==> src/hdl/control_pkg.sv <==
package control_pkg;

        ////////////////////////////////////////
        // Word widths
        ////////////////////////////////////////

        localparam int WORD_WIDTH = 16;
        localparam int TIME_WIDTH = 10;

        ////////////////////////////////////////
        // Command encoding
        ////////////////////////////////////////

        // Values 6 to 15 are illegal
        typedef enum logic [3:0] {
                OP_RESET   = 4'd0,
                OP_CONTROL = 4'd1,
                OP_TIMER   = 4'd2,
                OP_CONFIG  = 4'd3,
                OP_STATS   = 4'd4,
                OP_STATUS  = 4'd5
        } opcode_e;

        typedef struct packed {
                opcode_e     opcode;
                logic [11:0] arg;
        } cmd_hdr_t;

        // Header in idle, raw for counts and payload
        typedef union packed {
                cmd_hdr_t              hdr;
                logic [WORD_WIDTH-1:0] raw;
        } cmd_word_u;

        // Same order as OP_CONTROL arg bits 3 to 0
        typedef struct packed {
                logic timer_enable;
                logic stop_injection;
                logic measure;
                logic sim_enable;
        } sim_ctrl_t;

        ////////////////////////////////////////
        // Second status word
        ////////////////////////////////////////

        // Bits 3 to 0 carry sim_ctrl_t, the rest read as zero
        localparam int STATUS_SIM_ERROR_BIT = 4;
        localparam int STATUS_QUIESCENT_BIT = 5;

endpackage

==> src/hdl/command_decoder.sv <==
module command_decoder (
        input  logic                                  clock,
        input  logic                                  reset,
        input  control_pkg::cmd_word_u                rx_word,
        input  logic                                  rx_word_valid,
        input  logic [control_pkg::TIME_WIDTH-1:0]    sim_time,
        input  logic                                  sim_time_tick,
        input  logic                                  sim_error_in,
        input  logic                                  sim_quiescent,
        input  logic [control_pkg::WORD_WIDTH-1:0]    stats_word,
        input  logic                                  full,
        output logic                                  push,
        output logic [control_pkg::WORD_WIDTH-1:0]    push_word,
        output logic                                  sim_reset,
        output control_pkg::sim_ctrl_t                ctrl,
        output logic [control_pkg::WORD_WIDTH-1:0]    config_word,
        output logic                                  config_valid,
        output logic                                  stats_shift,
        output logic                                  control_error,
        output logic                                  sim_error
);

        typedef enum logic [2:0] {
                S_IDLE,
                S_CFG_COUNT,
                S_CFG_DATA,
                S_STATS_COUNT,
                S_STATS_PUSH,
                S_STATUS_FIRST,
                S_STATUS_SECOND
        } state_e;

        state_e                                state;
        logic [control_pkg::WORD_WIDTH-1:0]    remaining;
        logic [control_pkg::TIME_WIDTH-1:0]    timer;
        logic [control_pkg::WORD_WIDTH-1:0]    status_flags;
        logic                                  readout;

        ////////////////////////////////////////
        // Reply words
        ////////////////////////////////////////

        assign readout = (state == S_STATS_PUSH) || (state == S_STATUS_FIRST) ||
                         (state == S_STATUS_SECOND);

        // Stall in place while the FIFO is full
        assign push = readout && !full;

        // Chain advances in the cycle its word is sampled
        assign stats_shift = (state == S_STATS_PUSH) && !full;

        always_comb begin
                status_flags = '0;
                status_flags[3:0] = ctrl;
                status_flags[control_pkg::STATUS_SIM_ERROR_BIT] = sim_error;
                status_flags[control_pkg::STATUS_QUIESCENT_BIT] = sim_quiescent;
        end

        always_comb begin
                case (state)
                S_STATS_PUSH:   push_word = stats_word;
                S_STATUS_FIRST: push_word = {{(control_pkg::WORD_WIDTH -
                                              control_pkg::TIME_WIDTH){1'b0}}, sim_time};
                default:        push_word = status_flags;
                endcase
        end

        ////////////////////////////////////////
        // Command FSM
        ////////////////////////////////////////

        always_ff @(posedge clock) begin
                if (reset) begin
                        state         <= S_IDLE;
                        remaining     <= '0;
                        timer         <= '0;
                        ctrl          <= '0;
                        sim_reset     <= 1'b0;
                        config_valid  <= 1'b0;
                        control_error <= 1'b0;
                        sim_error     <= 1'b0;
                end else begin
                        sim_reset    <= 1'b0;
                        config_valid <= 1'b0;
                        sim_error    <= sim_error | sim_error_in;

                        // Tick timer, stops injection on expiry
                        if (ctrl.timer_enable && sim_time_tick) begin
                                if (timer <= 1) begin
                                        timer               <= '0;
                                        ctrl.stop_injection <= 1'b1;
                                        ctrl.timer_enable   <= 1'b0;
                                end else begin
                                        timer <= timer - 1'b1;
                                end
                        end

                        // No rx handshake, so a word mid readout is lost
                        if (readout && rx_word_valid)
                                control_error <= 1'b1;

                        case (state)
                        S_IDLE: begin
                                if (rx_word_valid) begin
                                        case (rx_word.hdr.opcode)
                                        control_pkg::OP_RESET: begin
                                                sim_reset     <= 1'b1;
                                                ctrl          <= '0;
                                                timer         <= '0;
                                                control_error <= 1'b0;
                                                sim_error     <= 1'b0;
                                        end
                                        control_pkg::OP_CONTROL:
                                                ctrl <= control_pkg::sim_ctrl_t'(rx_word.hdr.arg[3:0]);
                                        control_pkg::OP_TIMER:
                                                timer <= rx_word.hdr.arg[control_pkg::TIME_WIDTH-1:0];
                                        control_pkg::OP_CONFIG: state <= S_CFG_COUNT;
                                        control_pkg::OP_STATS:  state <= S_STATS_COUNT;
                                        control_pkg::OP_STATUS: state <= S_STATUS_FIRST;
                                        default:                control_error <= 1'b1;
                                        endcase
                                end
                        end
                        S_CFG_COUNT, S_STATS_COUNT: begin
                                if (rx_word_valid) begin
                                        remaining <= rx_word.raw;
                                        if (rx_word.raw == '0)
                                                state <= S_IDLE;
                                        else if (state == S_CFG_COUNT)
                                                state <= S_CFG_DATA;
                                        else
                                                state <= S_STATS_PUSH;
                                end
                        end
                        S_CFG_DATA: begin
                                if (rx_word_valid) begin
                                        config_valid <= 1'b1;
                                        remaining    <= remaining - 1'b1;
                                        if (remaining == 1)
                                                state <= S_IDLE;
                                end
                        end
                        S_STATS_PUSH: begin
                                if (!full) begin
                                        remaining <= remaining - 1'b1;
                                        if (remaining == 1)
                                                state <= S_IDLE;
                                end
                        end
                        S_STATUS_FIRST: begin
                                if (!full)
                                        state <= S_STATUS_SECOND;
                        end
                        default: begin
                                if (!full)
                                        state <= S_IDLE;
                        end
                        endcase
                end
        end

        // Payload register
        always_ff @(posedge clock) begin
                if (state == S_CFG_DATA && rx_word_valid)
                        config_word <= rx_word.raw;
        end

        ////////////////////////////////////////
        // Checks
        ////////////////////////////////////////

        // Chain shifts only with a counted push
        assert property (@(posedge clock) disable iff (reset)
                stats_shift |-> push && remaining != '0);

        // FIFO full flag must hold the readout
        assert property (@(posedge clock) disable iff (reset)
                readout && full |=> $stable(state) && $stable(remaining));

        assert property (@(posedge clock) disable iff (reset)
                config_valid |-> $past(rx_word_valid));

endmodule

==> src/hdl/control_top.sv <==
module control_top #(
        parameter int REPLY_DEPTH = 8
) (
        input  logic                                  clock,
        input  logic                                  reset,

        // Host link
        input  logic [control_pkg::WORD_WIDTH-1:0]    rx_word,
        input  logic                                  rx_word_valid,
        output logic [control_pkg::WORD_WIDTH-1:0]    tx_word,
        output logic                                  tx_word_valid,
        input  logic                                  tx_ack,

        // Network simulator
        input  logic [control_pkg::TIME_WIDTH-1:0]    sim_time,
        input  logic                                  sim_time_tick,
        input  logic                                  sim_error_in,
        input  logic                                  sim_quiescent,
        input  logic [control_pkg::WORD_WIDTH-1:0]    stats_word,
        output logic                                  sim_reset,
        output logic                                  sim_enable,
        output logic                                  stop_injection,
        output logic                                  measure,
        output logic [control_pkg::WORD_WIDTH-1:0]    config_word,
        output logic                                  config_valid,
        output logic                                  stats_shift,

        // Sticky errors
        output logic                                  control_error,
        output logic                                  sim_error
);

        control_pkg::sim_ctrl_t                ctrl;
        logic                                  push;
        logic [control_pkg::WORD_WIDTH-1:0]    push_word;
        logic                                  pop;
        logic [control_pkg::WORD_WIDTH-1:0]    head_word;
        logic                                  empty;
        logic                                  full;

        // Timer enable stays inside, seen only through status
        assign sim_enable     = ctrl.sim_enable;
        assign measure        = ctrl.measure;
        assign stop_injection = ctrl.stop_injection;

        ////////////////////////////////////////
        // Producer, buffer, consumer
        ////////////////////////////////////////

        command_decoder decoder (
                .clock         (clock),
                .reset         (reset),
                .rx_word       (rx_word),
                .rx_word_valid (rx_word_valid),
                .sim_time      (sim_time),
                .sim_time_tick (sim_time_tick),
                .sim_error_in  (sim_error_in),
                .sim_quiescent (sim_quiescent),
                .stats_word    (stats_word),
                .full          (full),
                .push          (push),
                .push_word     (push_word),
                .sim_reset     (sim_reset),
                .ctrl          (ctrl),
                .config_word   (config_word),
                .config_valid  (config_valid),
                .stats_shift   (stats_shift),
                .control_error (control_error),
                .sim_error     (sim_error)
        );

        reply_fifo #(
                .REPLY_DEPTH (REPLY_DEPTH)
        ) fifo (
                .clock     (clock),
                .reset     (reset),
                .push      (push),
                .push_word (push_word),
                .pop       (pop),
                .head_word (head_word),
                .empty     (empty),
                .full      (full)
        );

        reply_sender sender (
                .clock         (clock),
                .reset         (reset),
                .empty         (empty),
                .head_word     (head_word),
                .pop           (pop),
                .tx_word       (tx_word),
                .tx_word_valid (tx_word_valid),
                .tx_ack        (tx_ack)
        );

endmodule

==> src/hdl/reply_fifo.sv <==
module reply_fifo #(
        parameter int REPLY_DEPTH = 8
) (
        input  logic                                  clock,
        input  logic                                  reset,
        input  logic                                  push,
        input  logic [control_pkg::WORD_WIDTH-1:0]    push_word,
        input  logic                                  pop,
        output logic [control_pkg::WORD_WIDTH-1:0]    head_word,
        output logic                                  empty,
        output logic                                  full
);

        localparam int ADDR_WIDTH = $clog2(REPLY_DEPTH);

        logic [control_pkg::WORD_WIDTH-1:0]    mem [REPLY_DEPTH];
        logic [ADDR_WIDTH-1:0]                 rd_ptr;
        logic [ADDR_WIDTH-1:0]                 wr_ptr;
        logic [ADDR_WIDTH:0]                   count;

        assign head_word = mem[rd_ptr];
        assign empty     = (count == 0);
        assign full      = (count == REPLY_DEPTH);

        ////////////////////////////////////////
        // Storage
        ////////////////////////////////////////

        always_ff @(posedge clock) begin
                if (push)
                        mem[wr_ptr] <= push_word;
        end

        ////////////////////////////////////////
        // Pointers and occupancy
        ////////////////////////////////////////

        // Power of two depth, pointers wrap on their own
        always_ff @(posedge clock) begin
                if (reset) begin
                        rd_ptr <= '0;
                        wr_ptr <= '0;
                        count  <= '0;
                end else begin
                        if (push)
                                wr_ptr <= wr_ptr + 1'b1;
                        if (pop)
                                rd_ptr <= rd_ptr + 1'b1;

                        // Push and pop together leave count alone
                        if (push && !pop)
                                count <= count + 1'b1;
                        else if (pop && !push)
                                count <= count - 1'b1;
                end
        end

        ////////////////////////////////////////
        // Checks
        ////////////////////////////////////////

        assert property (@(posedge clock) disable iff (reset) push |-> !full);

        assert property (@(posedge clock) disable iff (reset) pop |-> !empty);

endmodule

==> src/hdl/reply_sender.sv <==
module reply_sender (
        input  logic                                  clock,
        input  logic                                  reset,
        input  logic                                  empty,
        input  logic [control_pkg::WORD_WIDTH-1:0]    head_word,
        output logic                                  pop,
        output logic [control_pkg::WORD_WIDTH-1:0]    tx_word,
        output logic                                  tx_word_valid,
        input  logic                                  tx_ack
);

        // Load only into a free output register
        assign pop = !empty && !tx_word_valid;

        always_ff @(posedge clock) begin
                if (reset) begin
                        tx_word_valid <= 1'b0;
                end else if (pop) begin
                        tx_word_valid <= 1'b1;
                end else if (tx_ack) begin
                        // Ack with valid low falls through harmlessly
                        tx_word_valid <= 1'b0;
                end
        end

        // Held word
        always_ff @(posedge clock) begin
                if (pop)
                        tx_word <= head_word;
        end

        ////////////////////////////////////////
        // Checks
        ////////////////////////////////////////

        // Host sees one steady word until it acks
        assert property (@(posedge clock) disable iff (reset)
                tx_word_valid && !tx_ack |=> tx_word_valid && $stable(tx_word));

endmodule

==> config.mk <==
export PLATFORM = sky130hd
export DESIGN_NAME = control_top
export DESIGN_NICKNAME = d
export VERILOG_FILES = /design/src/hdl/control_pkg.sv /design/src/hdl/command_decoder.sv /design/src/hdl/control_top.sv /design/src/hdl/reply_fifo.sv /design/src/hdl/reply_sender.sv
export SDC_FILE = /design/constraint.sdc
export NUM_CORES = 1
export LEC_CHECK = 0
export BUFFER_PORTS_ARGS = -buffer_cell sky130_fd_sc_hd__buf_2
export CAP_MARGIN = 20
export CORE_MARGIN = 5
export CORE_UTILIZATION = 55
export CTS_CLUSTER_DIAMETER = 120
export CTS_CLUSTER_SIZE = 25
export DETAILED_ROUTE_END_ITERATION = 8
export MAX_ROUTING_LAYER = met4
export PLACE_DENSITY = 0.75
export RECOVER_POWER = 100
export SLEW_MARGIN = 10
export SYNTH_ARGS = -nofsm -noshare
export SYNTH_HDL_FRONTEND = slang
export SYNTH_SLANG_ARGS = --single-unit
==> constraint.sdc <==
create_clock -name clock -period 3.8 [get_ports clock]
set_input_delay 0.38 -clock clock [delete_from_list [all_inputs] [get_ports clock]]
set_output_delay 0.38 -clock clock [all_outputs]
set_load 0.1 [all_outputs]
Word-level counts from Yosys, hierarchy flattened
Memories as Yosys holds them, arrays and structs flattened. A register that Yosys moved wholly into a read port is not among the register bits.
Cells that the tools add are included.

word-level totals
  flip-flop bits (word level) = 64
  memory bits (writable) = 128
  bits of input ports = 49
  logic and storage cells = 119
  memories = 1

operators by class
  add/subtract/negate cells = 6
  order comparisons = 1
  eq/ne operators = 20
  muxes and demuxes = 41
  bitwise operators = 4
  reductions and logical operators = 30

memory list
  memory    words  width  rd ports  clocked after memory_dff  write ports  RTL line          source
  fifo.mem  8      16     1         1                         1            reply_fifo.sv:16  logic [control_pkg::WORD_WIDTH-1:0] mem [REPLY_DEPTH];

operators by type and width
  cell                   count
  $mux 16                3
  $pmux 16 s3            1
  $mux 10                4
  $pmux 16 s2            1
  $mux 3                 9
  $pmux 10 s2            1
  $eq 16x1->1 const B    1
  $logic_not 16->1       1
  $mux 4                 4
  $sub 16x1->16 const B  1
  $pmux 3 s5             1
  $mux 1                 12
  $le 10x1->1 const B    1
  $ne 2x2->1 const B     5
  $sub 10x1->10 const B  1
  $eq 3x3->1 const B     3
  $pmux 3 s3             1
  $eq 4x2->1 const B     2
  $eq 4x3->1 const B     2
  $logic_and 1x1->1      8
  $logic_not 4->1        2
  $ne 4x4->1 const B     2
  $pmux 4 s2             1
  $reduce_and 7->1       1
  other kinds (21)       34

Logic depth before layout (Yosys ltp)
  depth after elaboration = 8
  mapped depth = 12

Modules after synthesis
Synthesis repeated with hierarchy kept, for this count alone.

unflattened totals
  cells, all modules = 619
  area, all modules = 9029.9 µm²

by module, submodules not included
  module           instances  cells each  area an instance (µm²)
  reply_fifo       1          254         5530.3
  command_decoder  1          345         2976.6
  reply_sender     1          20          523.0

Worst setup path after synthesis
Ideal clock, no wire load.

  path type = register -> register
  start = register sender.tx_word_valid
  end = register fifo.count[3]
  data arrival time = 3.249 ns
  setup slack = 0.481 ns
  stages on the path, launching flop included = 11
  buffers on the path = 0
  cell sequence = dfxtp_1 -> nor2_1 -> inv_1 -> ha_1 -> inv_1 -> ha_1 -> a21o_1 -> a21oi_1 -> xnor2_1 -> or3_1 -> a21oi_1

between the ends
  cells in the longest elaborated chain, start to end = 5
  elaborated cells between the ends (all ways) = 7
  classes of those cells = mux: 1; reduce/logical: 6

RTL lines
  item                                                RTL line            source
  from (decl)                                         reply_sender.sv:8   output logic tx_word_valid,
  from (signal assigned)                              reply_sender.sv:17  tx_word_valid <= 1'b0;
  from (signal assigned)                              reply_sender.sv:19  tx_word_valid <= 1'b1;
  from (signal assigned)                              reply_sender.sv:22  tx_word_valid <= 1'b0;
  $logic_not 1->1 *                                   reply_sender.sv:13  assign pop = !empty && !tx_word_valid;
  $logic_and 1x1->1 *                                 reply_sender.sv:13
  named net fifo.pop                                  reply_fifo.sv:8     input logic pop,
  $logic_not 1->1                                     reply_fifo.sv:51    if (push && !pop)
  $logic_and 1x1->1                                   reply_fifo.sv:51
  $mux 4 / $reduce_bool 2->1 (equally long branches)  n/a
  to (signal assigned)                                reply_fifo.sv:52    count <= count + 1'b1;
  to (signal assigned)                                reply_fifo.sv:54    count <= count - 1'b1;
  to (decl)                                           reply_fifo.sv:19    logic [ADDR_WIDTH:0] count;

Mark *: on every way through the listed nets, which the timed path passes. The rest lies on a longest branch.
A chain may end at the register's enable or synchronous reset.

Worst setup path in the final report
  start = register decoder.state[0]
  end = register decoder.timer[8] in the netlist's numbering

between the ends
  cells in the longest elaborated chain, start to end = 2

RTL lines
  item                    RTL line                source
  from (decl)             command_decoder.sv:33   state_e state;
  from (signal assigned)  command_decoder.sv:74   state <= S_IDLE;
  from (signal assigned)  command_decoder.sv:117  control_pkg::OP_CONFIG: state <= S_CFG_COUNT;
  from (signal assigned)  command_decoder.sv:118  control_pkg::OP_STATS: state <= S_STATS_COUNT;
  $logic_not 3->1         command_decoder.sv:102  case (state)
  $mux 10                 command_decoder.sv:102
  to (signal assigned)    command_decoder.sv:94   timer <= timer - 1'b1;
  to (signal assigned)    command_decoder.sv:116  timer <= rx_word.hdr.arg[control_pkg::TIME_WIDTH-1:0];
  to (decl)               command_decoder.sv:35   logic [control_pkg::TIME_WIDTH-1:0] timer;

No other way between the ends.

==> flow_metrics.env <==
export IMPL_period_needed_ns=3.26
export IMPL_path_cells="clkbuf_1 > or4b_1 > nor3_1 > and2_0 > a22oi_1 > nor2_1"
export IMPL_synth_seq_cells=208
export IMPL_fillers=1231
export IMPL_async_flop_share_pct=0
export IMPL_grt_pass1_wl_um=29700
export IMPL_startpoint_type="flip-flop"
export IMPL_cts_buffer_depth=3
export IMPL_final_max_slew_violation_count=45
export IMPL_viasPerCell=6.01
export IMPL_cts_sinks=208
export IMPL_setup_viol=0
export IMPL_grt_max_degree=44
export IMPL_grt_overflow=0
export IMPL_syn_nets=678
export IMPL_synth_cell_area_um2=8900
export IMPL_multi_input_area_um2=2930
export IMPL_slowest_stage="or4b_1"
export IMPL_ir_drop_v=0.000335
export IMPL_grt_setup_unrepaired="false"
export IMPL_numCtsBuffers=12
export IMPL_hold_violations=0
export IMPL_worst_slew_pin_slew_ns=1.65
export IMPL_synth_seq_area_share_pct=64.8
export IMPL_gp_congestion=0.887
export IMPL_outcome="finished with violations"
export IMPL_synth_edf_count=160
export IMPL_drt_wl_total_um=18800
export IMPL_fin_nets=763
export IMPL_drt_pre_antenna_iters=5
export IMPL_gr_usage_all_layers_pct=20.9
export IMPL_grt_antenna_before_repair=0
export IMPL_ios=90
export IMPL_required_ns=4.20
export IMPL_cts_hold_buf=0
export IMPL_cts_resized=0
export IMPL_cp_max_fo=27
export IMPL_cts_root_buffer="clkbuf_16"
export IMPL_fmax_mhz=307
export IMPL_rows=46
export IMPL_h_tree_depth=1
export IMPL_vias=5564
export IMPL_netlist_instances=619
export IMPL_hold_path_class="input port to flip-flop"
export IMPL_critPathCaptureType="flip-flop"
export IMPL_max_slew_margin_pct=-9.95
export IMPL_drive_gt1_share_pct=15.8
export IMPL_synth_flop_cell="edfxtp_1"
export IMPL_place_area_um2=9630
export IMPL_clkTransAtPathRegs_ns=0.10
export IMPL_floorplan_initialDensity_pct=56.0
export IMPL_first_global_vias=5618
export IMPL_regArea_um2=5770
export IMPL_clock_latency_ns=0.47
export IMPL_die_h_um=137
export IMPL_die_width_um=137
export IMPL_route_detailed_drc=0
export IMPL_syn2layout_area_growth_pct=10.4
export IMPL_finalClockSkew_ns=0.0315
export IMPL_synth_avg_cell_area_um2=14.4
export IMPL_post_drt_wl_per_cell_um=20.2
export IMPL_diodes=0
export IMPL_final_setup_tns_ns=0
export IMPL_dp_final_hpwl_um=12300
export IMPL_cts_setup_buffers=0
export IMPL_critPathArrivalTime_ns=3.66
export IMPL_synth_warnings=0
export IMPL_core_area_um2=15900
export IMPL_first_iter_violations=440
export IMPL_cp_slowest_stage_delay_ns=0.83
export IMPL_cp_top_family="simple AND/OR/NAND/NOR gates"
export IMPL_critPathBufInv=1
export IMPL_design_die_area_um2=18800
export IMPL_path_class="flip-flop to flip-flop"
export IMPL_ant_nets=0
export IMPL_power_density_nw_per_um2=599
export IMPL_leakagePower_nw=3.26
export IMPL_design_area_um2=9830
export IMPL_cts_tree="built"
export IMPL_io_buffers=89
export IMPL_min_period_over_period_pct=85.8
export IMPL_power_mw=5.89
export IMPL_violations="capacitance limit, slew limit"
export IMPL_synthDistinctLibCells=63
export IMPL_drv_cap=3
==> report_power, final <==
part	internal [mW]	switching, mW	total (mW)
Combinational	0.512	1.19	1.71
Sequential	2.63	0.194	2.82
Clock	0.651	0.704	1.36
==> cells in the mapped netlist (7+ instances only) <==
master    number  area, um^2
edfxtp_1     160        4800
nor2_1        49         184
dfxtp_1       48         961
a21oi_1       36         180
nand2_1       33         124
mux4_2        32         721
nor3_1        18        90.1
clkbuf_1      17        63.8
mux2_2        17         191
inv_1         15        56.3
mux2i_1       12         120
o21ai_0       12        60.1
nand3_1       11        55.1
a22oi_1       10        75.1
buf_2         10        50.1
xor2_1        10        87.6
ha_1           9         113
nor4_1         9        56.3
or3_1          9        56.3
o21ai_1        8        40.0
xnor2_1        7        61.3
==> cells in the final DEF, fill, tap and decap left out, drive strengths merged, types with 11 or more instances in the layout <==
master,n
edfxtp,160
clkbuf,86
nor2,51
dfxtp,48
a21oi,36
buf,35
nand2,33
mux4,32
o21ai,20
nor3,19
mux2,17
inv,16
mux2i,12
nand3,12
nor4,11
==> state kept, by name, indices dropped and copies added, names as in the netlist, 3 cells and up <==
name	cells
fifo.rd_ptr	3
decoder.timer	10
decoder.ctrl	4
decoder.remaining	16
decoder.config_word	16
decoder.state	3
fifo.wr_ptr	3
fifo.count	4
sender.tx_word	16
fifo.mem	128
==> layer usage <==
metal  GRT usage, %  vias to the layer above  part of all wire, %
met1           27.7                     2777                   41
li1               -                     2548                    -
met5              -                        -                    0
met3           2.05                       43                  5.8
met4           6.04                        0                  2.9
met2           34.9                      196                   51
==> path summary, 6_finish.rpt <==
kind                            cells past startpoint                           endpoint                               from  slack, ns
worst min-delay path                                2       decoder.sim_error$_SDFF_PP0_                       sim_error_in       0.13
worst max register to register                      6        decoder.timer[8]$_SDFF_PP0_      decoder.state[0]$_SDFFE_PP0P_       0.54
worst min register to register                      2  decoder.remaining[7]$_SDFFE_PP0P_  decoder.remaining[7]$_SDFFE_PP0P_       0.50
worst max-delay path                                6        decoder.timer[8]$_SDFF_PP0_      decoder.state[0]$_SDFFE_PP0P_       0.54
==> kinds of logic (layout without fill, tap and decap cells) <==
kind of cell             Yosys count  after routing  share of synthesized area (%)
flip-flops                       208            208                           64.8
AND/OR/NAND/NOR                  177            177                           10.9
XOR/XNOR                          17             17                           1.67
buffers and inverters             46            137                           2.25
multiplexers                      61             61                           11.6
AO/OA/AOI/OAI                    100            100                           7.31
adder cells (fa/ha/maj)           10             10                           1.49
==> layout make-up <==
cell class	instances	area share, %
timing repair buffer	102	4.43
multi-input combinational	365	29.8
clock inverter	1	0.204
clock buffer	19	3.54
sequential	208	58.7
inverter	15	0.573
tap	216	2.75
==> stage by stage <==
stage	std cells	util [%]	hold WS [ns]	setup slack (ns)
3_3_place_gp	906	60.6	0.456	1.00
5_1_grt	926	61.9	0.124	0.394
6_report	926	61.9	0.131	0.538
2_1_floorplan	619	-	0.447	0.481
4_1_cts	926	62.9	0.100	0.888
3_5_place_dp	906	60.6	0.485	0.914
No activity file was read; power rests on OpenSTA's default activity.
